**config.mk**
```make
export PLATFORM = sky130hd
export DESIGN_NAME = draw_background
export DESIGN_NICKNAME = d
export VERILOG_FILES = /design/src/vga_pkg.sv /design/src/draw_background.sv
export VERILOG_INCLUDE_DIRS = /design/src
export SDC_FILE = /design/constraint.sdc
export NUM_CORES = 1
export LEC_CHECK = 0
export BUFFER_PORTS_ARGS = -buffer_cell sky130_fd_sc_hd__buf_4
export CAP_MARGIN = 10
export CORE_MARGIN = 10
export CORE_UTILIZATION = 37
export DETAILED_ROUTE_END_ITERATION = 6
export GPL_TIMING_DRIVEN = 0
export HOLD_SLACK_MARGIN = 0.02
export PLACE_DENSITY = 0.79
export SETUP_SLACK_MARGIN = 0.3
export SLEW_MARGIN = 20
export SYNTH_ARGS = -nofsm -noshare
export SYNTH_HDL_FRONTEND = slang
export SYNTH_SLANG_ARGS = --single-unit
```
**constraint.sdc**
```tcl
create_clock -name pclk -period 1.3 [get_ports pclk]
set_clock_uncertainty 0.15 [all_clocks]
set_input_delay 0.065 -clock pclk [delete_from_list [all_inputs] [get_ports pclk]]
set_output_delay 0.065 -clock pclk [all_outputs]
set_load 0.005 [all_outputs]
```
**src/vga_config.svh**
```systemverilog
// VGA text overlay configuration
// 800x600 raster timing, text window size and background colours
`ifndef VGA_CONFIG_SVH
`define VGA_CONFIG_SVH

// horizontal timing in pixels
`define VGA_H_ACTIVE 800
`define VGA_H_FP 40
`define VGA_H_SYNC 128
`define VGA_H_TOTAL 1056

// vertical timing in lines
`define VGA_V_ACTIVE 600
`define VGA_V_FP 1
`define VGA_V_SYNC 4
`define VGA_V_TOTAL 628

// text window, 16x4 cells of 8x16 pixels
`define RECT_WIDTH 128
`define RECT_HEIGHT 64

// background colours, 4:4:4
`define BG_BORDER_COLOR 12'hFFF
`define BG_FILL_COLOR 12'h448

`endif

```
**src/vga_pkg.sv**
```systemverilog
// VGA pipeline types
// raster bus carried between the drawing stages and the text cell address
package vga_pkg;

	// 4:4:4 colour word
	typedef logic [11:0] rgb_t;

	// raster state of one pixel
	typedef struct packed {
		logic [10:0] hcount;
		logic [10:0] vcount;
		logic        hsync;
		logic        vsync;
		logic        hblnk;
		logic        vblnk;
		rgb_t        rgb;
	} vga_bus_t;

	// text cell address, row in the upper nibble
	typedef struct packed {
		logic [3:0] row;
		logic [3:0] col;
	} char_addr_t;

endpackage

```
**src/draw_background.sv**
```systemverilog
// background painter
// white frame border and fill colour, black in blanking, one cycle delay
`include "vga_config.svh"

module draw_background
	import vga_pkg::*;
(
	input  logic     pclk,
	input  logic     rst,
	input  vga_bus_t bus_in,
	output vga_bus_t bus_out
);

	logic edge_px;
	rgb_t rgb_nxt;

	always_comb begin
		edge_px = (bus_in.hcount == 11'd0) ||
			(bus_in.hcount == 11'(`VGA_H_ACTIVE - 1)) ||
			(bus_in.vcount == 11'd0) ||
			(bus_in.vcount == 11'(`VGA_V_ACTIVE - 1));
		if (bus_in.hblnk || bus_in.vblnk) begin
			rgb_nxt = '0;
		end else if (edge_px) begin
			rgb_nxt = `BG_BORDER_COLOR;
		end else begin
			rgb_nxt = `BG_FILL_COLOR;
		end
	end

	always_ff @(posedge pclk) begin
		if (rst) begin
			bus_out <= '0;
		end else begin
			bus_out     <= bus_in;
			bus_out.rgb <= rgb_nxt;
		end
	end

endmodule

```
# ---- Yosys cells after proc, flatten, opt, wreduce, memory -nomap -nowiden
# Index checks and enable logic that the tools add are counted.
dict set report totals {
  ff_bits 38
  inputBits 40
  wordCells 17
}
dict set report op_classes {
  n_eq_ne 2
  muxes 1
  reduce_logical 7
}
# cell count
set op_table {}
lappend op_table {{$eq A11 B10 Y1 const B} 2}
lappend op_table {{$logic_not A11 Y1} 2}
lappend op_table {{$mux W12} 1}
lappend op_table {{$logic_or A1 B1 Y1} 4}
lappend op_table {{$reduce_or A2 Y1} 1}

# ---- Longest topological paths before layout
dict set report depth {
  ltp_word 5
  depth_mapped 4
  depth_no_buf 4
}

# ---- Least setup slack after synthesis
# OpenSTA, ideal clock, no wires.
dict set report synth_timing {
  kind {input-to-reg}
  start {in bus_in[17] (netlist name)}
  end {reg bus_out[9] (netlist name)}
  arrival_time_ps 864
  required_ps 1083
  path_slack_ps 219
  path_stages 4
  n_path_buf 0
  cell_sequence {or4_4 nor3_2 o2111ai_1 o21ai_2}
}
dict set report synth_between {
  elab_chain_cells 4
}
# item line_no
set synth_lines {}
lappend synth_lines {{start, declared} draw_background.sv:10} ;# input vga_bus_t bus_in,
lappend synth_lines {{$logic_not A11 Y1} draw_background.sv:20} ;# (bus_in.vcount == 11'd0) ||
lappend synth_lines {{$logic_or A1 B1 Y1} draw_background.sv:18} ;# edge_px = (bus_in.hcount == 11'd0) ||
lappend synth_lines {{$logic_or A1 B1 Y1 (*)} draw_background.sv:18}
lappend synth_lines {{$mux W12 (*)} draw_background.sv:24} ;# end else if (edge_px) begin
lappend synth_lines {{end signal, assigned} draw_background.sv:35} ;# bus_out <= bus_in;
lappend synth_lines {{end, declared} draw_background.sv:11} ;# output vga_bus_t bus_out
# Every way passes the cells marked *; elsewhere a longest branch is shown, timed or not.
# A chain may end at the register's enable or synchronous reset.

# ---- Final worst setup path
dict set report layout_timing {
  start {in bus_in[12] (netlist name)}
  end {reg bus_out[9] (netlist name)}
}
dict set report layout_between {
  elab_chain_cells 2
}
# item line_no
set layout_lines {}
lappend layout_lines {{$logic_or A1 B1 Y1} draw_background.sv:22} ;# if (bus_in.hblnk || bus_in.vblnk) begin
lappend layout_lines {{$reduce_or A2 Y1 (no line)} n/a}
# Every way passes these cells.

==> impl_metrics.json <==
{
  "status": "finished with violations",
  "violations": "negative hold slack",
  "regArea_um2": 591,
  "crit_path_start_kind": "input pin",
  "dieArea_um2": 4900,
  "syn_area_um2": 925,
  "final_common_cell": "buf_4",
  "relSlewSlack_pct": 69.8,
  "final_max_slew_viol_count": 0,
  "ctsRootBufferMaster": "clkbuf_4",
  "avgSynthCellArea_um2": 11.0,
  "internal_power_mw": 1.29,
  "syn_to_final_growth_pct": 107,
  "multi_input_area_um2": 308,
  "min_period_over_period_pct": 92.0,
  "placed_area_um2": 1450,
  "drcViolationCount": 0,
  "cts_tree": "built",
  "cts_made_buffers": 3,
  "die_y_um": 70.0,
  "place.gp.congestion": 0.720,
  "critPathKind": "input pin to flip-flop",
  "synth.distinct_cells": 16,
  "drtPass1Iterations": 3,
  "grt_max_degree": 16,
  "portBuffers": 65,
  "hpwl_um": 2350,
  "p_leak_nw": 0.881,
  "fmax_mhz": 836,
  "worstHoldPathCells": 2,
  "swShare_pct": 21.8,
  "vdd_drop_max_v": 0.000771,
  "final_antenna_net_count": 0,
  "min_path_type": "input pin to flip-flop",
  "finalSetupTns_ns": 0,
  "combPwrFrac_pct": 19.3,
  "num-fill-cells": 141,
  "seq_area_frac_synth_pct": 60.6,
  "grtUsageTotal_pct": 12.9,
  "stdcell_area_um2": 1920,
  "fin_util_pct": 78.8,
  "clock_path_buffers": 2,
  "cp_max_fo": 3,
  "reg_top3": "bus_out: 28 flops",
  "setup_viol": 0,
  "tightest_slew_ns": 0.454,
  "grt_pass1_wl_um": 5320,
  "maxCapViolations": 0,
  "h-tree-depth": 1,
  "power_frac_seq_pct": 56.1,
  "hold_viol_final": 2,
  "required_ns": 1.40,
  "crit_arrival_ns": 1.30,
  "p_total_mw": 1.65,
  "antenna_found_initial": 0,
  "largest-register": "bus_out",
  "ys_warn_count": 0,
  "path_clk_slew_ns": 0.13,
  "start_util_pct": 38.0,
  "layout_common_cells": "buf_4, buf_6, nor2b_1, dlygate4sd3_1, dfxtp_2",
  "first_iter_violations": 30,
  "overflow": 0,
  "core_um2": 2430,
  "drive_above_1_share_pct": 60.0,
  "largest_register_ffs": 28,
  "p_sw_mw": 0.360,
  "die_w_um": 70.0,
  "fin_crit_ns": 1.20,
  "rsz0062_at_grt": "true",
  "clock_sink_count": 28,
  "synth.ff_latch_count": 28,
  "viasPerCell": 4.47,
  "drt-wirelength-per-cell_um": 16.5,
  "vias": 938,
  "syn-num-nets": 124,
  "p_per_area_nw_per_um2": 861,
  "final_nets": 221,
  "rows": 18,
  "antenna_cells": 0,
  "crit_path_end_kind": "flip-flop",
  "fin_hold_ws_ns": -0.226,
  "pin_count": 78,
  "clock_power_share_pct": 24.6,
  "grt_pass1_vias": 1019,
  "wirelength_um": 3460,
  "netlist_instances": 84
}
cell usage after synthesis:
cell       instances  area share, %
dfxtp_1           28             61
nor3_2             1            1.1
nor3_4             1            1.8
nor4_1             2            1.4
nor2_1             3            1.2
clkbuf_1           2           0.81
nor2b_1           26             18
o21ai_2            1           0.95
o2111ai_1          1           0.95
nand4_1            2            1.4
nand3_1            1           0.54
nand2_1            2           0.81
nor3_1             2            1.1
buf_4             10            8.1
a21oi_1            1           0.54
or4_4              1            1.2
stage by stage:
| step | setup WS [ns] | hold WS, ns | cells |
|---|---|---|---|
| 6_report | 0.103 | -0.226 | 210 |
| 5_1_grt | 0.0646 | -0.256 | 210 |
| 4_1_cts | 0.108 | -0.238 | 210 |
| 3_5_place_dp | -0.0140 | 0.115 | 179 |
| 3_3_place_gp | 0.0407 | 0.111 | 179 |
| 2_1_floorplan | 0.219 | -0.0142 | 84 |
worst max-delay path, cell delays in order:
cell,delay (ns)
buf_4,0.10
dlygate4sd3_1,0.60
nor3_4,0.27
o2111ai_2,0.18
o21ai_2,0.08
layout make-up:
class / instances / share of cell area [%]
tap: 30 / 1.96
multi-input combinational: 44 / 16.1
clock buffer: 4 / 1.89
sequential: 28 / 30.8
timing repair buffer: 92 / 44.6
buffer: 12 / 4.70
routing by layer:
| metal | GRT usage [%] | part of all wire (%) |
|---|---|---|
| met1 | 14.2 | 38 |
| met2 | 23.6 | 53 |
| met3 | 2.68 | 7.2 |
| met4 | 4.82 | 1.4 |
| met5 | 0 | 0 |
worst paths after layout:
kind / end / start / slack, ns
worst max-delay path: bus_out[9] / bus_in[12] / 0.10
worst min-delay path: bus_out[10] / bus_in[13] / -0.23
cells by family after synthesis:
kind of cell	synth area share, %
AND/OR/NAND/NOR	28.0
flip-flops	60.6
buffers and inverters	8.93
AO/OA/AOI/OAI	2.44
power by group through the flow:
stage / Sequential, mW / Combinational [mW] / Clock, mW
global placement: 0.932 / 0.213 / 0
detailed placement: 0.935 / 0.219 / 0
global route: 0.930 / 0.341 / 0.458
floorplan: 0.939 / 0.0472 / 0
CTS: 0.917 / 0.290 / 0.417
finish: 0.926 / 0.318 / 0.407
timing repair:
| action | 4_1_cts | 5_1_grt |
|---|---|---|
| hold buffers | 27 | 10 |
| gates cloned | 0 | 0 |
| hold endpoints to repair | 28 | 12 |
| resized for setup | 18 | 37 |
| endpoints found under the setup margin | 18 | 39 |
| pin swaps | 0 | 5 |
| buffers inserted | 0 | 0 |
Note: power is estimated with default switching activity, not from simulation.
