`src/vga_config.svh`:
```
// VGA text overlay configuration
// 800x600 raster timing, text window size and background colours
`ifndef VGA_CONFIG_SVH
`define VGA_CONFIG_SVH

// horizontal timing in pixels
`define VGA_H_ACTIVE 800
`define VGA_H_FP 40
`define VGA_H_SYNC 128
`define VGA_H_TOTAL 1056

// vertical timing in lines
`define VGA_V_ACTIVE 600
`define VGA_V_FP 1
`define VGA_V_SYNC 4
`define VGA_V_TOTAL 628

// text window, 16x4 cells of 8x16 pixels
`define RECT_WIDTH 128
`define RECT_HEIGHT 64

// background colours, 4:4:4
`define BG_BORDER_COLOR 12'hFFF
`define BG_FILL_COLOR 12'h448

`endif

```
`src/vga_pkg.sv`:
```
// VGA pipeline types
// raster bus carried between the drawing stages and the text cell address
package vga_pkg;

	// 4:4:4 colour word
	typedef logic [11:0] rgb_t;

	// raster state of one pixel
	typedef struct packed {
		logic [10:0] hcount;
		logic [10:0] vcount;
		logic        hsync;
		logic        vsync;
		logic        hblnk;
		logic        vblnk;
		rgb_t        rgb;
	} vga_bus_t;

	// text cell address, row in the upper nibble
	typedef struct packed {
		logic [3:0] row;
		logic [3:0] col;
	} char_addr_t;

endpackage

```
`src/text_rom.sv`:
```
// text message ROM
// maps a cell of the 16x4 window to a character code, one cycle latency
module text_rom
	import vga_pkg::*;
(
	input  logic       pclk,
	input  char_addr_t char_xy,
	output logic [7:0] char_code
);

	logic [7:0] code_nxt;

	// row 0 opens with a full block then a space, unlisted cells are blank
	always_comb begin
		case (char_xy)
			8'h00: code_nxt = 8'h7F;
			8'h01: code_nxt = 8'h20;
			8'h02: code_nxt = "V";
			8'h03: code_nxt = "G";
			8'h04: code_nxt = "A";
			8'h06: code_nxt = "8";
			8'h07: code_nxt = "0";
			8'h08: code_nxt = "0";
			8'h09: code_nxt = "X";
			8'h0A: code_nxt = "6";
			8'h0B: code_nxt = "0";
			8'h0C: code_nxt = "0";
			// row 1 reads VGA TEXT
			8'h14: code_nxt = "V";
			8'h15: code_nxt = "G";
			8'h16: code_nxt = "A";
			8'h18: code_nxt = "T";
			8'h19: code_nxt = "E";
			8'h1A: code_nxt = "X";
			8'h1B: code_nxt = "T";
			// row 2 reads 800 X 600
			8'h23: code_nxt = "8";
			8'h24: code_nxt = "0";
			8'h25: code_nxt = "0";
			8'h27: code_nxt = "X";
			8'h29: code_nxt = "6";
			8'h2A: code_nxt = "0";
			8'h2B: code_nxt = "0";
			default: code_nxt = 8'h20;
		endcase
	end

	always_ff @(posedge pclk) begin
		char_code <= code_nxt;
	end

endmodule

```
`config.mk`:
```
export PLATFORM = sky130hd
export DESIGN_NAME = text_rom
export DESIGN_NICKNAME = d
export VERILOG_FILES = /design/src/vga_config.svh /design/src/vga_pkg.sv /design/src/text_rom.sv
export SDC_FILE = /design/constraint.sdc
export NUM_CORES = 1
export LEC_CHECK = 0
export ABC_AREA = 0
export BUFFER_PORTS_ARGS = -buffer_cell sky130_fd_sc_hd__buf_2
export CORE_MARGIN = 2
export CORE_UTILIZATION = 40
export CTS_CLUSTER_DIAMETER = 100
export DETAILED_ROUTE_END_ITERATION = 10
export SLEW_MARGIN = 20
export SYNTH_ARGS = -nofsm -noshare
export SYNTH_HDL_FRONTEND = slang
export SYNTH_SLANG_ARGS = --single-unit
```
`constraint.sdc`:
```
create_clock -name pclk -period 1.61 [get_ports pclk]
set_input_delay 0.322 -clock pclk [delete_from_list [all_inputs] [get_ports pclk]]
set_output_delay 0.322 -clock pclk [all_outputs]
set_load 0.05 [all_outputs]
```
-- Word-level counts from Yosys, hierarchy flattened
Memories as Yosys holds them, arrays and structs flattened. A register that Yosys moved wholly into a read port is not among the register bits.
Cells that the tools add are included.
- memories: 1
- output and inout port bits: 8
- register bits: 8
- latch bits: 0
- bits of input ports: 9
- memory bits (read-only): 448
- bits in writable memories: 0
- logic and storage cells: 4
- $mul: 0
- shift operators: 0
- bitwise logic cells: 0
- reductions and logical operators: 2
- magnitude comparators: 0
- divide/modulo/power cells: 0
- multiplexer cells: 0
- eq/ne operators: 0
- $add $sub $neg: 0
- memories (name ; words ; bits a word ; rd ports ; clocked after memory_dff ; write ports ; line ; RTL):
    (name not given) ; 64 ; 7 ; 1 ; 1 ; 0 ; text_rom.sv:15 ; case (char_xy)
- operators by type and width (cell ; count):
    2-bit zero test ; 1
    1-bit zero test ; 1

-- Longest topological paths before layout
- depth in word-level cells: 2
- mapped depth: 6
- depth with buffers taken out: 6

-- Worst setup path after synthesis
Ideal clock, no wire load.
- path type: input-to-reg
- start point: input port char_xy[1] (netlist name)
- end point: register char_code[0]
- setup slack: 0.221 ns
- data required time: 1.495 ns
- arrival time: 1.274 ns
- setup time: 0.115 ns
- buffers on the path: 0
- cell stages on the path: 6
- path through: inv_1 > ha_1 > mux2_1 > a21oi_1 > o21ai_1 > and2_1
- RTL lines (item ; line ; RTL):
    start: declaration ; text_rom.sv:7 ; input char_addr_t char_xy,
    end: declaration ; text_rom.sv:8 ; output logic [7:0] char_code

==> results.md <==
- The run finished with clean final reports.
- In this run the count of I/O pins placed on the die edge is 17.
- The mapped netlist covers 592 µm².
- The post-synthesis async set-or-reset flop share is 0%.
- The library cell contributing the largest single delay on the critical path is ha_1.
- In the routed design, unresolved DRC markers number 0.
- The first-pass GRT wire length is 2170 µm.
- The pin count of the biggest net entering global routing is 18.
- The count of buffer and inverter cells on the critical path is 2.
- The floorplan has 13 rows.
- The count of placed standard cells including taps is 104.
- Of the post-synthesis cell area, the dominant cell type holds 23.7%.
- The wire length per cell after detailed routing is 11.5 µm.
- The final layout contains 109 nets.
- The synthesized design spends more area on one cell type than any other, namely dfxtp_1.
- CTS saw 7 sinks.
- STA puts the critical path data required time at 1.74 ns.
- The number of vias per cell is 5.34.
- The total routing resource utilization after global routing is 15.1%.
- The HPWL after detailed placement is 997 µm.
- Counting flops per register, the top entry is char_code.
- The longest clock path from root to sink contains 2 buffers.
- The TritonCTS clock tree is built.
- Summed over all layers, the global routing overflow is 0.
- The final count of pins violating max slew is 0.
- The finished layout holds 108 standard cells, fillers aside.
- Summing the sequential cell areas from Yosys gives 23.7% of the chip area.
- The initial antenna violation count came to 0.
- The number of synthesis warnings is 0.
- Overall power consumption after layout is estimated at 463 µW.
- The largest registers in the layout are char_code: 7 flops.
- In this run the worst path has a maximum fanout of 3.
- The horizontal die dimension is 42.5 µm.
- Gates resized during post-CTS repair numbered 0.
- Setup slack on the critical path of the routed design comes to 0.303 ns.
- The y dimension of the die is 42.5 µm.
- STA classifies the critical path endpoint as a flip-flop.
- At the worst endpoint, the arrival time is 1.44 ns.
- The overall routed net length is 1240 µm.
- In this run the tool buffered the top-level ports with 15 buffer cells.
- The number of distinct standard cells referenced by the synthesized netlist is 35.
- The power per unit of standard cell area is 635 nW/µm².
- The number of levels in the clock H-tree is 1.
- Setup repair after global routing left no endpoint under its margin.
- The number of nets in the synthesized netlist is 87.
- The number of nets still failing antenna checks after routing is 0.
- The number of storage elements in the synthesis netlist is 7.
- The most frequently used flop master after synthesis is dfxtp_1.
- The routed layout has 577 vias.
- After synthesis, the cell types taking the most area are dfxtp_1 (24%), ha_1 (13%), a21oi_1 (4.2%).
- The worst hold path terminates at char_code[2].
- The critical path's top delay family is adder cells.
- The worst IR drop on VDD is 0.218 mV.
- By count the netlist is led by dfxtp_1 (7), ha_1 (6), nand2_1 (6).
- The kind of start point of the critical path is a primary input.
- The most numerous cell in the Yosys netlist is dfxtp_1.
- The die covers 1800 µm².
- The leakage power summed over all cells is 0.339 nW.
- Counting the buffers created by CTS gives 3.
- The path class of the tightest hold or removal check is primary input to flip-flop.
- The count of flip-flops with a built-in enable after synthesis is 0.
- 0 antenna diodes ended up in the layout.
- Timing would allow up to 765 MHz.
- The fraction of the cycle the final worst path needs is 81.2%.
- The number of hold buffers added after CTS was 0.
- The first TritonRoute pass finished after 4 iterations.
- The cell count of the worst hold path is 2.
- Prior to clock tree synthesis, the placed netlist has a worst setup slack of 0.0530 ns.
- The type of the worst setup path is primary input to flip-flop.
- The smallest clock period supported by the final layout is computed as 1.31 ns.
- The mean area per synthesized cell is 8.22 µm².
- The max-cap violation count is 0.
- The count of endpoints failing hold in the final timing report is 0.
- The number of global-route vias before repair is 526.
- The setup fix buffers added after clock tree synthesis is 0.
- The delay of the slowest cell on the worst path is 0.30 ns.
- The iteration-0 DRC count of the detailed router is 8.
- The summed negative setup slack over all endpoints is 0 ns.
- Counting every instance in the synthesized netlist gives 72.
- In this run the standard cell core region covers 1330 µm².
- In this run the clock root is driven by a clkbuf_4.
- The effective utilization at floorplan is 44.4%.
- The register with the most flip-flops in the layout has 7 of them.
- Walking the worst path, the cells encountered are buf_2, inv_1, ha_1, mux2_1, a21oi_1, o21ai_1, and2_1.
- The ratio of cells with drive above 1 in the final layout is 32.3%.
- The clock transition time at the flip-flop clock pins of the worst setup and hold paths is 0.05 ns.
- The beginning of the worst hold path is char_xy[7].
- Compared with the post-synthesis result, the final layout area differs by 23.3%.
- The weighted congestion reported at the end of routability-driven placement is 0.830.
- Setup violations remaining at the end of the flow were counted as 0.
-- worst max path at each step --
stage,start,slack [ns],depth (start not counted),to
after floorplan,char_xy[1],0.22,6,char_code[0]
after global placement,char_xy[0],0.07,7,char_code[0]
after detailed placement,char_xy[0],0.05,7,char_code[0]
after CTS,char_xy[0],0.30,7,char_code[0]
after global routing,char_xy[0],0.23,7,char_code[0]
final,char_xy[0],0.30,7,char_code[0]
-- power breakdown --
part	switching [mW]	internal [mW]	total, mW	leakage [nW]
sequential	0.000876	0.178	0.179	0.0568
combinational	0.0836	0.0523	0.136	0.267
clock	0.0539	0.0939	0.148	0.0150
-- through the flow --
step / util [%] / hold WS (ns) / instance area [µm²]
4_1_cts: 54.7 / 0.309 / 729
5_1_grt: 54.7 / 0.315 / 729
3_3_place_gp: 52.7 / 0.563 / 703
6_report: 54.7 / 0.315 / 729
2_1_floorplan: - / 0.424 / 592
3_5_place_dp: 52.7 / 0.561 / 703
-- layout make-up --
cell class              instances  area (µm²)
flip-flops and latches          7         140
well taps                      15        18.8
repair buffers                 21         120
fillers                       138         604
clock buffers                   4        26.3
multi-input cells              59         417
inverters                       2        7.51
-- placed cells by master (no fill, tap or decap), types with 2 or more instances in the layout --
| cell type | instances |
|---|---|
| o21ai_1 | 5 |
| mux2i_1 | 2 |
| a21oi_1 | 5 |
| nand2b_1 | 3 |
| ha_1 | 6 |
| nand2_1 | 6 |
| nor2_1 | 5 |
| nor3_1 | 3 |
| inv_1 | 2 |
| buf_4 | 6 |
| nand4b_1 | 2 |
| clkbuf_4 | 3 |
| dfxtp_1 | 7 |
| buf_2 | 15 |
| a22o_1 | 2 |
-- logic make-up after synthesis --
group                      count (synthesis)  synth area share [%]
muxes                                      3                  5.29
DFF                                        7                  23.7
AOI/OAI and AO/OA                         22                  24.7
adders and majority gates                  6                  12.7
other                                      1                 0.634
and+or+nand+nor                           27                  27.1
buffers and inverters                      6                  5.92
-- per-layer routing --
layer,up-vias,share of wire [%],GRT usage [%]
met1,260,47,18.8
li1,304,-,-
met3,2,3.2,3.88
met4,0,0.65,3.75
met2,11,49,25.8
met5,-,0,0
(Power assumes the default switching activity.)
