## src/vga_config.svh

```systemverilog
// VGA text overlay configuration
// 800x600 raster timing, text window size and background colours
`ifndef VGA_CONFIG_SVH
`define VGA_CONFIG_SVH

// horizontal timing in pixels
`define VGA_H_ACTIVE 800
`define VGA_H_FP 40
`define VGA_H_SYNC 128
`define VGA_H_TOTAL 1056

// vertical timing in lines
`define VGA_V_ACTIVE 600
`define VGA_V_FP 1
`define VGA_V_SYNC 4
`define VGA_V_TOTAL 628

// text window, 16x4 cells of 8x16 pixels
`define RECT_WIDTH 128
`define RECT_HEIGHT 64

// background colours, 4:4:4
`define BG_BORDER_COLOR 12'hFFF
`define BG_FILL_COLOR 12'h448

`endif

```

## src/vga_pkg.sv

```systemverilog
// VGA pipeline types
// raster bus carried between the drawing stages and the text cell address
package vga_pkg;

	// 4:4:4 colour word
	typedef logic [11:0] rgb_t;

	// raster state of one pixel
	typedef struct packed {
		logic [10:0] hcount;
		logic [10:0] vcount;
		logic        hsync;
		logic        vsync;
		logic        hblnk;
		logic        vblnk;
		rgb_t        rgb;
	} vga_bus_t;

	// text cell address, row in the upper nibble
	typedef struct packed {
		logic [3:0] row;
		logic [3:0] col;
	} char_addr_t;

endpackage

```

## src/vga_timing.sv

```systemverilog
// VGA timing generator
// free-running raster counters with registered sync and blanking outputs
`include "vga_config.svh"

module vga_timing
	import vga_pkg::*;
(
	input  logic     pclk,
	input  logic     rst,
	output vga_bus_t bus_out
);

	localparam int HS_START = `VGA_H_ACTIVE + `VGA_H_FP;
	localparam int HS_END = HS_START + `VGA_H_SYNC;
	localparam int VS_START = `VGA_V_ACTIVE + `VGA_V_FP;
	localparam int VS_END = VS_START + `VGA_V_SYNC;

	logic [10:0] h_nxt;
	logic [10:0] v_nxt;

	// next raster position, vcount steps at the end of each line
	always_comb begin
		h_nxt = bus_out.hcount + 11'd1;
		v_nxt = bus_out.vcount;
		if (bus_out.hcount == 11'(`VGA_H_TOTAL - 1)) begin
			h_nxt = '0;
			if (bus_out.vcount == 11'(`VGA_V_TOTAL - 1)) begin
				v_nxt = '0;
			end else begin
				v_nxt = bus_out.vcount + 11'd1;
			end
		end
	end

	// sync and blanking decoded from the next position so they line up with the counters
	always_ff @(posedge pclk) begin
		if (rst) begin
			bus_out <= '0;
		end else begin
			bus_out.hcount <= h_nxt;
			bus_out.vcount <= v_nxt;
			bus_out.hblnk  <= (h_nxt >= 11'(`VGA_H_ACTIVE));
			bus_out.vblnk  <= (v_nxt >= 11'(`VGA_V_ACTIVE));
			bus_out.hsync  <= (h_nxt >= 11'(HS_START)) && (h_nxt < 11'(HS_END));
			bus_out.vsync  <= (v_nxt >= 11'(VS_START)) && (v_nxt < 11'(VS_END));
			bus_out.rgb    <= '0;
		end
	end

	// horizontal counter stays inside the line
	a_hcount_range: assert property (
		@(posedge pclk) disable iff (rst)
		bus_out.hcount < 11'(`VGA_H_TOTAL)
	);

endmodule

```

## config.mk

```make
export PLATFORM = sky130hd
export DESIGN_NAME = vga_timing
export DESIGN_NICKNAME = d
export VERILOG_FILES = /design/src/vga_pkg.sv /design/src/vga_timing.sv
export VERILOG_INCLUDE_DIRS = /design/src
export SDC_FILE = /design/constraint.sdc
export NUM_CORES = 1
export LEC_CHECK = 0
export BUFFER_PORTS_ARGS = -buffer_cell sky130_fd_sc_hd__buf_2
export CELL_PAD_IN_SITES_DETAIL_PLACEMENT = 1
export CELL_PAD_IN_SITES_GLOBAL_PLACEMENT = 1
export CORE_MARGIN = 2
export CORE_UTILIZATION = 39
export CTS_CLUSTER_DIAMETER = 50
export CTS_CLUSTER_SIZE = 16
export DETAILED_ROUTE_END_ITERATION = 7
export GPL_TIMING_DRIVEN = 0
export PLACE_DENSITY = 0.85
export SLEW_MARGIN = 20
export SYNTH_ARGS = -nofsm -noshare
export SYNTH_HDL_FRONTEND = slang
export SYNTH_SLANG_ARGS = --single-unit
export TNS_END_PERCENT = 1
```

## constraint.sdc

```tcl
create_clock -name pclk -period 2.8 [get_ports pclk]
set_input_delay 0.56 -clock pclk [delete_from_list [all_inputs] [get_ports pclk]]
set_output_delay 0.56 -clock pclk [all_outputs]
set_load 0.005 [all_outputs]
```

### Yosys cells after proc, flatten, opt, wreduce, memory -nomap -nowiden

Cells that the tools add are included.

| storage, ports and cells | value |
|---|---|
| input port bits | 2 |
| word-level logic and storage cells | 22 |
| bits in registers | 38 |

| cells by class | value |
|---|---|
| equality and inequality tests | 2 |
| muxes and demuxes | 3 |
| reductions and logical operators | 2 |
| magnitude comparators | 6 |
| $add $sub $neg | 2 |

Operator list:

| operator | number |
|---|---|
| $ge 11x10->1 const B | 4 |
| $mux 11 | 3 |
| $add 11x1->11 const B | 2 |
| $lt 11x10->1 const B | 2 |
| $eq 11x10->1 const B | 1 |
| $eq 11x11->1 const B | 1 |
| $logic_and 1x1->1 | 2 |

### Logic depth before layout (Yosys ltp)

| depth | value |
|---|---|
| depth in word-level cells | 5 |
| gate-level depth with buffers | 7 |
| depth with buffers taken out | 6 |

### Worst setup path after synthesis

OpenSTA, ideal clock, no wires.

| path | value |
|---|---|
| kind | register to register |
| start | register bus_out[32] (netlist name) |
| end | register bus_out[12] (netlist name) |
| data arrival time | 2.010 ns |
| cell stages (with the launch flop) | 7 |
| setup slack | 0.673 ns |
| clock period less this slack | 2.127 ns |
| cell sequence | dfxtp_1 buf_6 or4_4 nor4_4 xor2_1 o32a_2 o2111a_1 |

| on the way | value |
|---|---|
| longest elaborated chain between the ends | 3 |

RTL lines:

| element | RTL line | RTL |
|---|---|---|
| start: declaration | vga_timing.sv:10 | `output vga_bus_t bus_out` |
| $eq 11x11->1 | vga_timing.sv:25 | `` if (bus_out.hcount == 11'(`VGA_H_TOTAL - 1)) begin `` |
| $mux 11 | vga_timing.sv:25 |  |
| $ge 11x10->1 | vga_timing.sv:43 | `` bus_out.vblnk <= (v_nxt >= 11'(`VGA_V_ACTIVE)); `` |

Every way passes these cells.
A chain may end at the register's enable or synchronous reset.

### Worst setup path after layout

| path | value |
|---|---|
| start | register bus_out[17] (netlist name) |
| end | register bus_out[12] (netlist name) |

| on the way | value |
|---|---|
| longest elaborated chain between the ends | 4 |
| elaborated cells on any way between the ends | 5 |
| classes of those cells | add/sub: 1; order compare: 1; eq/ne: 1; mux: 2 |

RTL lines:

| element | RTL line | RTL |
|---|---|---|
| $add 11x1->11 or $eq 11x10->1 (tied branches) | vga_timing.sv:30, vga_timing.sv:27 |  |
| $mux 11 | vga_timing.sv:27 | `` if (bus_out.vcount == 11'(`VGA_V_TOTAL - 1)) begin `` |
| $mux 11 (*) | vga_timing.sv:25 |  |
| $ge 11x10->1 (*) | vga_timing.sv:43 |  |

Every way passes the cells marked *; elsewhere a longest branch is shown, timed or not.

==> results.tsv <==
metric	value	unit
post_drt_via_cell_ratio	5.373	
postCtsSetupRepairBufs	0	
max_stage_delay	710	ps
wl_per_cell	14.44	um
fin_setup_tns	0	ps
synth-edff-count	0	
p_clk_frac	0.375	
yosysUniqueCellTypes	54	
cts_resized	0	
period_share	0.9038	
power.switching	159.5	uW
gr-usage-all-layers	0.1777	
clk_latency	280	ps
start_util	0.3974	
p_leak	0.8453	nW
ys_warn_count	0	
drive_gt1_frac	0.2428	
setup_violations	0	
cts_tree	yes	
met2_usage	0.3090	
ant_nets	0	
drc	0	
p_comb_frac	0.062	
top_regs	bus_out (26)	
syn2layout_area_growth	17.38	%
synth-async-reset-ratio	0	
maxSlewHeadroom	0.4448	
synthXorXnorAreaFrac	0.09751	
cp.arrival	2710	ps
std_cell_rows	24	
synth_top_family_by_area	simple AND/OR/NAND/NOR gates	
numPortBuffers	27	
worst_pin_slew	825.9	ps
grt_max_degree	15	
antenna_found_initial	0	
largest_register	bus_out	
dieArea	4921	sq um
required	2980	ps
mappedNetlistArea	1707	sq um
core-area	4294	sq um
synthTopCellsByArea	dfxtp_1 (30%), buf_4 (5.7%), nor2_1 (5.7%)	
dp_hpwl	3.120	mm
io_pins	40	
drt_iter0_markers	92	
startpoint_type	flip-flop	
setup_slack	269.2	ps
drt-total-wl	4.261	mm
skew	2.265	ps
p_per_area	340.3	nW/um^2
synth-seq-area-share	0.3050	
cts-root-buf	clkbuf_8	
synthMuxAreaShare	0.01173	
cts-htree-levels	1	
grt_use_met1	0.2286	
fmax	0.3951	GHz
clk_pin_slew_worst_paths	100	ps
cts_sinks	26	
pwr-share-seq	0.562	
fin_crit	2531	ps
cts_buffers	3	
grt_most_used_layer	met2	
run_status	finished, final reports clean	
dpl_worst_slack	328.3	ps
grt_pass1_wl	7.189	mm
die_h	70.15	um
synth_compound_area_frac	0.1437	
ys_ff_latch	26	
yosys.area_share.simple	0.3174	
cap_violations	0	
gr-total-overflow	0	
dominantRegCellSynth	dfxtp_1	
grt_use_met3	0.03752	
swShare	0.2340	
critPathSlowestCell	nor4_2	
ir_worst_vdd	0.2388	mV
post_synth.cell_area_avg	8.491	sq um
fp.dieW	70.15	um
drtPass1Iterations	4	
critical_path.top_delay_family	simple AND/OR/NAND/NOR gates	
clockBufferDepth	2	
cts.hold.buffers_added	0	
worst-setup-path-type	reg -> reg	
yosysTopAreaCell	dfxtp_1	
synthCells	201	
path_buf_inv	0	
vias	1585	
routabilityCongestion	0.7994	
nets	248	
final_hold_viol_count	0	
largest_register_ffs	26	
grt_pass1_vias	1499	
diodes	0	
crit_chain	ha_1, nand4bb_1, nor4_2, o2bb2ai_1, o32a_2, o2111a_1	
synth.top_cell.area_share	0.3050	
critPathCaptureType	flip-flop	
p_int	522.2	uW
grt_setup_unrepaired	no	
cp_max_fo	8	
maxSlewViolCount	0	
worstHoldPathType	in -> reg	
synth-adder-area-share	0.01466	
[stage by stage]
step                  util  instances  power (mW)  instance area [sq um]  hold slack [ps]
global route        0.4665        295      0.7063                   2003            564.7
CTS                 0.4665        295      0.6898                   2003            559.8
floorplan                -        212      0.4211                   1748            506.1
finish              0.4665        295      0.6817                   2003            564.0
global placement    0.4537        291      0.4326                   1948            541.6
detailed placement  0.4537        291      0.4337                   1948            548.8
[cells in the mapped netlist (5+ instances only)]
master	instances
xnor2_1	9
a21oi_1	7
buf_2	6
xor2_1	10
nand4_1	9
dfxtp_1	26
nand3_1	7
buf_4	13
and4_1	5
nor3_1	5
nor2_1	26
clkbuf_1	8
nand2_1	7
[metal layers]
metal | part of all wire | vias up
li1 | - | 787
met1 | 0.46 | 766
met2 | 0.50 | 29
met3 | 0.037 | 3
met4 | 0.0038 | 0
met5 | 0 | -
[cells in the final DEF (no fill, tap or decap), drive strengths merged, types with 2 or more instances in the layout]
cell and n:
nor4 2, o21a 2, o21ai 2, conb 12, xnor2 9, clkbuf 12
a211o 2, a21oi 7, and4 5, nand2 7, and2 3, buf 47
nor2 26, nand4b 4, nand3b 2, and3 2, o2bb2ai 2, dfxtp 26
mux2i 2, nor4b 2, a31oi 2, nand4 10, xor2 10, nor2b 2
o22ai 2, ha 2, nand2b 4, nor3 5, nand3 7, inv 4
[area by class of cell]
class / count / area, sq um
Inverter: 4 / 15.01
Timing Repair Buffer: 27 / 135.1
Tap cell: 52 / 65.06
Buffer: 28 / 168.9
Sequential cell: 26 / 520.5
Fill cell: 551 / 2291
Clock buffer: 4 / 55.05
Multi-Input combinational cell: 154 / 1044
[path summary, 6_finish.rpt]
kind                 endpoint  cells after the start  slack (ps)   startpoint
setup reg to reg  bus_out[12]                      6         270  bus_out[17]
hold / removal    bus_out[23]                      3         560          rst
setup / recovery  bus_out[12]                      6         270  bus_out[17]
hold reg to reg   bus_out[27]                      1         580  bus_out[27]
[tightest hold or removal path, cell delays in order]
cell and delay (ps):
buf_2 90, a21oi_1 60, o21a_1 100
[cells by family after synthesis]
| family | count (synthesis) |
|---|---|
| adders and majority gates | 2 |
| and+or+nand+nor | 86 |
| muxes | 2 |
| xor gates and xnor gates | 19 |
| DFF | 26 |
| AOI/OAI and AO/OA | 33 |
| other | 1 |
| buffers and inverters | 32 |
[power by group through the flow]
stage          sequential [mW]  combinational, mW  clock (mW)
3_5_place_dp             0.392             0.0420           0
5_1_grt                  0.385             0.0470       0.275
4_1_cts                  0.383             0.0426       0.264
2_1_floorplan            0.390             0.0307           0
6_report                 0.383             0.0426       0.256
3_3_place_gp             0.392             0.0410           0
(Power assumes the default switching activity.)
