$ cat src/vga_config.svh
// VGA text overlay configuration
// 800x600 raster timing, text window size and background colours
`ifndef VGA_CONFIG_SVH
`define VGA_CONFIG_SVH

// horizontal timing in pixels
`define VGA_H_ACTIVE 800
`define VGA_H_FP 40
`define VGA_H_SYNC 128
`define VGA_H_TOTAL 1056

// vertical timing in lines
`define VGA_V_ACTIVE 600
`define VGA_V_FP 1
`define VGA_V_SYNC 4
`define VGA_V_TOTAL 628

// text window, 16x4 cells of 8x16 pixels
`define RECT_WIDTH 128
`define RECT_HEIGHT 64

// background colours, 4:4:4
`define BG_BORDER_COLOR 12'hFFF
`define BG_FILL_COLOR 12'h448

`endif

$ cat src/vga_pkg.sv
// VGA pipeline types
// raster bus carried between the drawing stages and the text cell address
package vga_pkg;

	// 4:4:4 colour word
	typedef logic [11:0] rgb_t;

	// raster state of one pixel
	typedef struct packed {
		logic [10:0] hcount;
		logic [10:0] vcount;
		logic        hsync;
		logic        vsync;
		logic        hblnk;
		logic        vblnk;
		rgb_t        rgb;
	} vga_bus_t;

	// text cell address, row in the upper nibble
	typedef struct packed {
		logic [3:0] row;
		logic [3:0] col;
	} char_addr_t;

endpackage

$ cat src/draw_rect_char.sv
// text window overlay
// requests text and font ROM data for pixels inside the 128x64 window and
// paints set glyph bits in text_color, four cycles from bus_in to bus_out
`include "vga_config.svh"

module draw_rect_char
	import vga_pkg::*;
(
	input  logic       pclk,
	input  logic       rst,
	input  vga_bus_t   bus_in,
	input  logic [11:0] rect_x,
	input  logic [11:0] rect_y,
	input  rgb_t       text_color,
	input  logic [7:0] char_pixels,
	output vga_bus_t   bus_out,
	output char_addr_t char_xy,
	output logic [3:0] char_line
);

	// bus copies for stages 1 to 3, stage 4 is bus_out
	vga_bus_t    bus_d [3];

	logic [12:0] dx_in;
	logic [12:0] dy_in;
	logic        in_win;
	logic [12:0] dx_d3;
	logic [12:0] dy_d3;
	logic        in_win_d3;
	logic        pix_on;

	// position relative to the window origin, wraps high when left of or above it
	function automatic logic [12:0] rel_pos(input logic [10:0] pos, input logic [11:0] org);
		rel_pos = {2'b00, pos} - {1'b0, org};
	endfunction

	// window test on the incoming pixel
	always_comb begin
		dx_in  = rel_pos(bus_in.hcount, rect_x);
		dy_in  = rel_pos(bus_in.vcount, rect_y);
		in_win = (dx_in < 13'(`RECT_WIDTH)) && (dy_in < 13'(`RECT_HEIGHT));
	end

	// ROM request, addresses hold outside the window
	always_ff @(posedge pclk) begin
		if (rst) begin
			char_xy   <= '0;
			char_line <= '0;
		end else if (in_win) begin
			char_xy   <= '{row: dy_in[7:4], col: dx_in[6:3]};
			char_line <= dy_in[3:0];
		end
	end

	// delay line matching the text and font ROM latency
	always_ff @(posedge pclk) begin
		if (rst) begin
			bus_d[0] <= '0;
			bus_d[1] <= '0;
			bus_d[2] <= '0;
		end else begin
			bus_d[0] <= bus_in;
			bus_d[1] <= bus_d[0];
			bus_d[2] <= bus_d[1];
		end
	end

	// glyph row of this pixel is on char_pixels now, test the window again
	always_comb begin
		dx_d3     = rel_pos(bus_d[2].hcount, rect_x);
		dy_d3     = rel_pos(bus_d[2].vcount, rect_y);
		in_win_d3 = (dx_d3 < 13'(`RECT_WIDTH)) && (dy_d3 < 13'(`RECT_HEIGHT));
		pix_on    = in_win_d3 && char_pixels[3'd7 - dx_d3[2:0]] &&
			!bus_d[2].hblnk && !bus_d[2].vblnk;
	end

	always_ff @(posedge pclk) begin
		if (rst) begin
			bus_out <= '0;
		end else begin
			bus_out <= bus_d[2];
			if (pix_on) begin
				bus_out.rgb <= text_color;
			end
		end
	end

	// glyph line requested for a window pixel is the row within the cell of the stage 1 pixel
	a_char_line: assert property (
		@(posedge pclk) disable iff (rst)
		in_win |=> char_line == bus_d[0].vcount[3:0] - $past(rect_y[3:0])
	);

endmodule

$ cat config.mk
export PLATFORM = sky130hd
export DESIGN_NAME = draw_rect_char
export DESIGN_NICKNAME = d
export VERILOG_FILES = /design/src/vga_pkg.sv /design/src/draw_rect_char.sv
export VERILOG_INCLUDE_DIRS = /design/src
export SDC_FILE = /design/constraint.sdc
export NUM_CORES = 1
export LEC_CHECK = 0
export BUFFER_PORTS_ARGS = -buffer_cell sky130_fd_sc_hd__buf_2
export CORE_AREA = 2 2 109 217
export DETAILED_ROUTE_END_ITERATION = 8
export DIE_AREA = 0 0 111 219
export HOLD_SLACK_MARGIN = 0.03
export PLACE_DENSITY_LB_ADDON = 0.15
export SLEW_MARGIN = 15
export SYNTH_ARGS = -nofsm -noshare
export SYNTH_HDL_FRONTEND = slang
export SYNTH_SLANG_ARGS = --single-unit
$ cat constraint.sdc
create_clock -name pclk -period 2.9 [get_ports pclk]
set_input_delay 0.435 -clock pclk [delete_from_list [all_inputs] [get_ports pclk]]
set_output_delay 0.435 -clock pclk [all_outputs]
set_load 0.01 [all_outputs]
Word-level counts from Yosys, hierarchy flattened
Memories as Yosys holds them, arrays and structs flattened.
Index checks and enable logic that the tools add are counted.
Widths: inputs -> output; s select.
- output and inout port bits: 50
- input bits: 84
- flip-flop bits (word level): 50
- memories: 1
- RAM bits: 114
- logic and storage cells: 40
- ROM bits: 0
- bits in latches: 0
- equality and inequality tests: 0
- $mul: 0
- mux-type cells: 9
- bitwise gates (word level): 3
- reduce and logical (&&, ||, !) cells: 7
- shift operators: 0
- order comparisons: 5
- add/sub/neg operators: 5
- div/mod/pow operators: 0
- memory list (name ; words ; width ; read ports ; clocked after Yosys merged registers in ; wr ports ; RTL line ; source):
    bus_d ; 3 ; 38 ; 3 ; 0 ; 3 ; draw_rect_char.sv:22 ; vga_bus_t bus_d [3];
- operators with widths (cell ; number):
    $mux 38 ; 3
    $sub 11x12->13 ; 4
    $lt 13x7->1 const B ; 2
    $lt 13x8->1 const B ; 2
    $mux 12 ; 1
    $logic_and 1x1->1 ; 5
    $lt 3x4->1 const B ; 1
    $mux 1 ; 4
    $bmux 1 s3 ; 1
    $or 1x1->1 ; 3
    $sub 3x3->3 const A ; 1
    $logic_not 1->1 ; 2

Depth between registers and ports, before layout
- depth in word-level cells: 8
- gate-level depth with buffers: 11

Worst setup path after synthesis
Ideal clock, no wire load.
- kind: input port to flip-flop
- start: in rect_x[0]
- end: reg bus_out[10] in the netlist's numbering
- setup slack: 0.115 ns
- stages: 10
- required time: 2.828 ns
- path buffers: 1
- setup time: 0.072 ns
- data arrival time: 2.713 ns
- cell sequence: ha_1 > fa_1 > nor2b_1 > o2111ai_1 > a21oi_1 > o31ai_1 > a21bo_2 > a2111oi_2 > buf_4 > mux2i_1
- word-level cells in the longest chain between the ends: 8
- RTL lines (element ; RTL line ; source):
    start: declaration ; draw_rect_char.sv:12 ; input logic [11:0] rect_x,
    $sub 11x12->13 * ; draw_rect_char.sv:34 ; rel_pos = {2'b00, pos} - {1'b0, org};
    $sub 3x3->3 ; draw_rect_char.sv:73 ; pix_on = in_win_d3 && char_pixels[3'd7 - dx_d3[2:0]] &&
    $bmux 1 s3 ; draw_rect_char.sv:73 ;
    $mux 1 (not written as such) ; draw_rect_char.sv:73 ;
    $logic_and 1x1->1 * (2 in series) ; draw_rect_char.sv:73 ;
    $logic_and 1x1->1 * ; draw_rect_char.sv:74 ; !bus_d[2].hblnk && !bus_d[2].vblnk;
    $mux 12 * ; draw_rect_char.sv:82 ; if (pix_on) begin
    end signal: assignment ; draw_rect_char.sv:81 ; bus_out <= bus_d[2];
    end: declaration ; draw_rect_char.sv:16 ; output vga_bus_t bus_out,
Mark *: on every way between the ends. The rest lies on a longest branch, timed or not. The select of a mux whose other input is x is not followed.
A chain may end at the register's enable or synchronous reset.

==> results by group <==
Layout
  – N_diodes: 0
  – Fillers: 2237
  – Layout area overhead: 30.2%
  – Share of post-route cells with drive strength above 1: 0.285
  – FF/Latch Area: 3280 um^2
  – Nets: 968
  – Post-Layout Cell Count: 1132
  – Final Cell Area: 8720 um^2
  – Multi-input logic area: roughly 3200 um^2
  – Final core occ: 0.387

Status
  – Status: complete, no violations

Power
  – Final Power: 5.24 mW
  – PwrDens: 601 nW/um^2
  – Leak: around 4 nW
  – Peak supply drop: 0.374 mV

Routing
  – Routed WL per cell: 14.6 um
  – Post-route DRC: 0
  – Routed vias: slightly above 5k
  – Post-Route WL: 16500 um
  – Antenna viol nets, final: 0
  – Drt initial violations: between 200 and 250
  – Pre-Repair DR Iteration Count: 4
  – Via density: 4.53

Timing
  – Final Cycle Share: 0.941
  – Slew HR: 0.507
  – RSZ-0062 raised after global routing: no
  – Max Fclk: 0.367 GHz
  – Setup TNS: 0 ns
  – Max-slew violation count: 0
  – Final setup vio count: 0
  – Clock skew: 0.00760 ns
  – Worst hold margin: 0.217 ns
  – PnR worst setup slack: about 0.17 ns
  – Worst slew pin tran: 0.731 ns
  – Tmin final: 2.73 ns
  – Final hold vios: 0

Yosys
  – Synth warn: 0
  – FFs w/ async S/R, synth: 0
  – Seq/Total Area, Yosys: 0.490
  – Post-synth EDFFs: 0
  – Net Count, Synth: 785
  – Syn_area_per_cell: just over 10 um^2
  – Distinct cells, synth: slightly above 60
  – Ys flop type: dfxtp_1
  – Yosys reg bits: 164
  – Mapped Area: around 6700 um^2
  – Post-Synthesis Cells: 657

Clock tree
  – CTS tree: built
  – Clock buffer count from CTS: 17
  – Clock buffer depth: 2
  – Insertion delay to the later sink of the worst-skew pair: around 0.43 ns
  – CTS H-tree depth: 4
  – Cts hold-fix bufs: 0
  – Clk sinks: 164
  – Root buffer cell: clkbuf_16
  – Worst-path clk slew: approximately 0.060 ns

Global route
  – Vias in the first global route: around 5.4k
  – GR Overflow Total: 0
  – Largest net degree at the start of global routing: 68
  – Overall Global Routing Usage: 0.142
  – First-pass GRT wire length: 26900 um
  – Initial antenna violation count: 0

Setup path
  – Setup slack, reg-to-reg: 0.17 ns
  – Worst-path cell chain: inv_1 -> ha_1 -> fa_2 -> nor2b_1 -> o2111ai_2 -> a21oi_2 -> o31ai_1 -> a21bo_2 -> a2111oi_4 -> buf_4 -> clkbuf_16 -> mux2i_1
  – Reg2Reg Depth: 12
  – Critical Path AT: 3.08 ns
  – Critical path endpoint category: flop
  – Crit Path Max Fanout: 6
  – Worst r2r dst: bus_out[10]$_SDFF_PP0_
  – WP data required: 3.25 ns
  – WS Path Type: flop to flop
  – Startpoint Class: flop
  – R2R Path Start: bus_d[0][103]$_SDFF_PP0_
  – CP max stage delay: 0.36 ns
  – CP max-delay cell: fa_2

Min path
  – HP Start: bus_in[14]
  – Hold worst-path end: bus_d[0][14]$_SDFF_PP0_
  – Tightest Hold Check Type: input pin to flop
  – Worst hold stages: 2

Flow run
  – MaxCap Viol Count: 0

Place
  – GPL Wtd Cong: slightly above 0.8
  – Worst slack at placement: -0.285 ns
  – HPWL Detailed: 12900 um
  – DP Area: 8080 um^2
  – Inst Count DP: 1099
  – I/O Buffers: 133

Die
  – Row count: 78
  – Die height: 219 um
  – Initial Util: 0.297
  – Die area: around 24000 um^2
  – Core area: 22500 um^2
  – I/O pin total: 134
  – Die W: 111 um
-- how the worst max path moves through the flow --
stage,start,end,slack [ns]
finish,bus_d[0][103]$_SDFF_PP0_,bus_out[10]$_SDFF_PP0_,0.17
global route,bus_d[0][103]$_SDFF_PP0_,bus_out[2]$_SDFF_PP0_,0.02
CTS,bus_d[0][103]$_SDFF_PP0_,bus_out[6]$_SDFF_PP0_,0.09
detailed placement,bus_in[16],char_line[1]$_SDFFE_PP0P_,-0.28
global placement,rect_y[5],char_line[1]$_SDFFE_PP0P_,-0.18
floorplan,rect_x[0],bus_out[10]$_SDFF_PP0_,0.12
-- routing by layer --
layer,GRT usage,share of wire
met1,0.142,0.38
met2,0.271,0.56
met3,0.0329,0.032
met4,0.0733,0.031
met5,0,0
-- registers in the layout, indices dropped and copies added, names as in the netlist --
name	cells
bus_out	38
char_xy	8
char_line	4
bus_d	114
-- placed cells by master (no fill, tap or decap), types with 7 or more instances in the layout --
master     instances
a21o_1             8
a21oi_1           24
buf_2            132
buf_4             55
clkbuf_16         18
dfxtp_1          164
ha_1              41
inv_1             37
mux2i_1           16
nand2_1            8
nand2b_1          28
nand3_1            7
nand4_1           11
nor2_1            23
nor2b_1          141
nor3_1             7
o21a_1             9
o21ai_0           12
o31ai_1           10
xnor2_1            7
-- worst max-delay path, delay by kind of cell (launching register included) --
| family | cells | cell delay, ns |
|---|---|---|
| AOI/OAI and AO/OA | 5 | 1.04 |
| adders and majority gates | 2 | 0.57 |
| buffers and inverters | 3 | 0.39 |
| DFF | 1 | 0.30 |
| muxes | 1 | 0.18 |
| and+or+nand+nor | 1 | 0.17 |
-- report_power, final --
group	total [mW]	internal, mW	leakage [nW]	switching [mW]
sequential	2.34	2.32	1.34	0.0167
combinational	0.681	0.331	2.27	0.351
clock	2.22	1.31	0.283	0.906
total	5.24	3.97	3.89	1.27
-- what timing repair did --
item / 4_1_cts / 5_1_grt
endpoints found under the setup margin: 0 / 12
setup buffers: 0 / 1
endpoints found under the hold margin: 0 / 0
gates resized for setup: 0 / 6
-- Yosys cell counts, types with 3 or more instances --
cell,number,area share
dfxtp_1,164,0.49
nor2b_1,141,0.13
ha_1,42,0.078
inv_1,37,0.021
nand2b_1,28,0.026
a21oi_1,25,0.019
clkbuf_1,23,0.013
nor2_1,23,0.013
mux2i_1,16,0.024
o21ai_0,13,0.0097
nand4_1,11,0.010
o31ai_1,10,0.011
o21a_1,9,0.010
a21o_1,8,0.0090
nand2_1,8,0.0045
nand3_1,7,0.0052
nor3_1,7,0.0052
xnor2_1,7,0.0092
a211oi_1,6,0.0067
a31oi_1,6,0.0056
a31o_2,4,0.0052
and2_1,4,0.0037
and3_1,3,0.0028
o2111ai_1,3,0.0039
o311ai_0,3,0.0039
-- cell families after synthesis --
| logic type | share of synthesized area |
|---|---|
| adders and majority gates | 0.0844 |
| muxes | 0.0340 |
| and+or+nand+nor | 0.218 |
| DFF | 0.490 |
| buffers and inverters | 0.0368 |
| xor gates and xnor gates | 0.0118 |
| AOI/OAI and AO/OA | 0.125 |
-- final cells by class --
cell class	count	share of cell area
clock inverters	11	0.0143
clock buffers	20	0.0524
multi-input cells	429	0.368
repair buffers	191	0.133
inverters	37	0.0159
flip-flops and latches	164	0.376
well taps	280	0.0402
(Power assumes the default switching activity.)
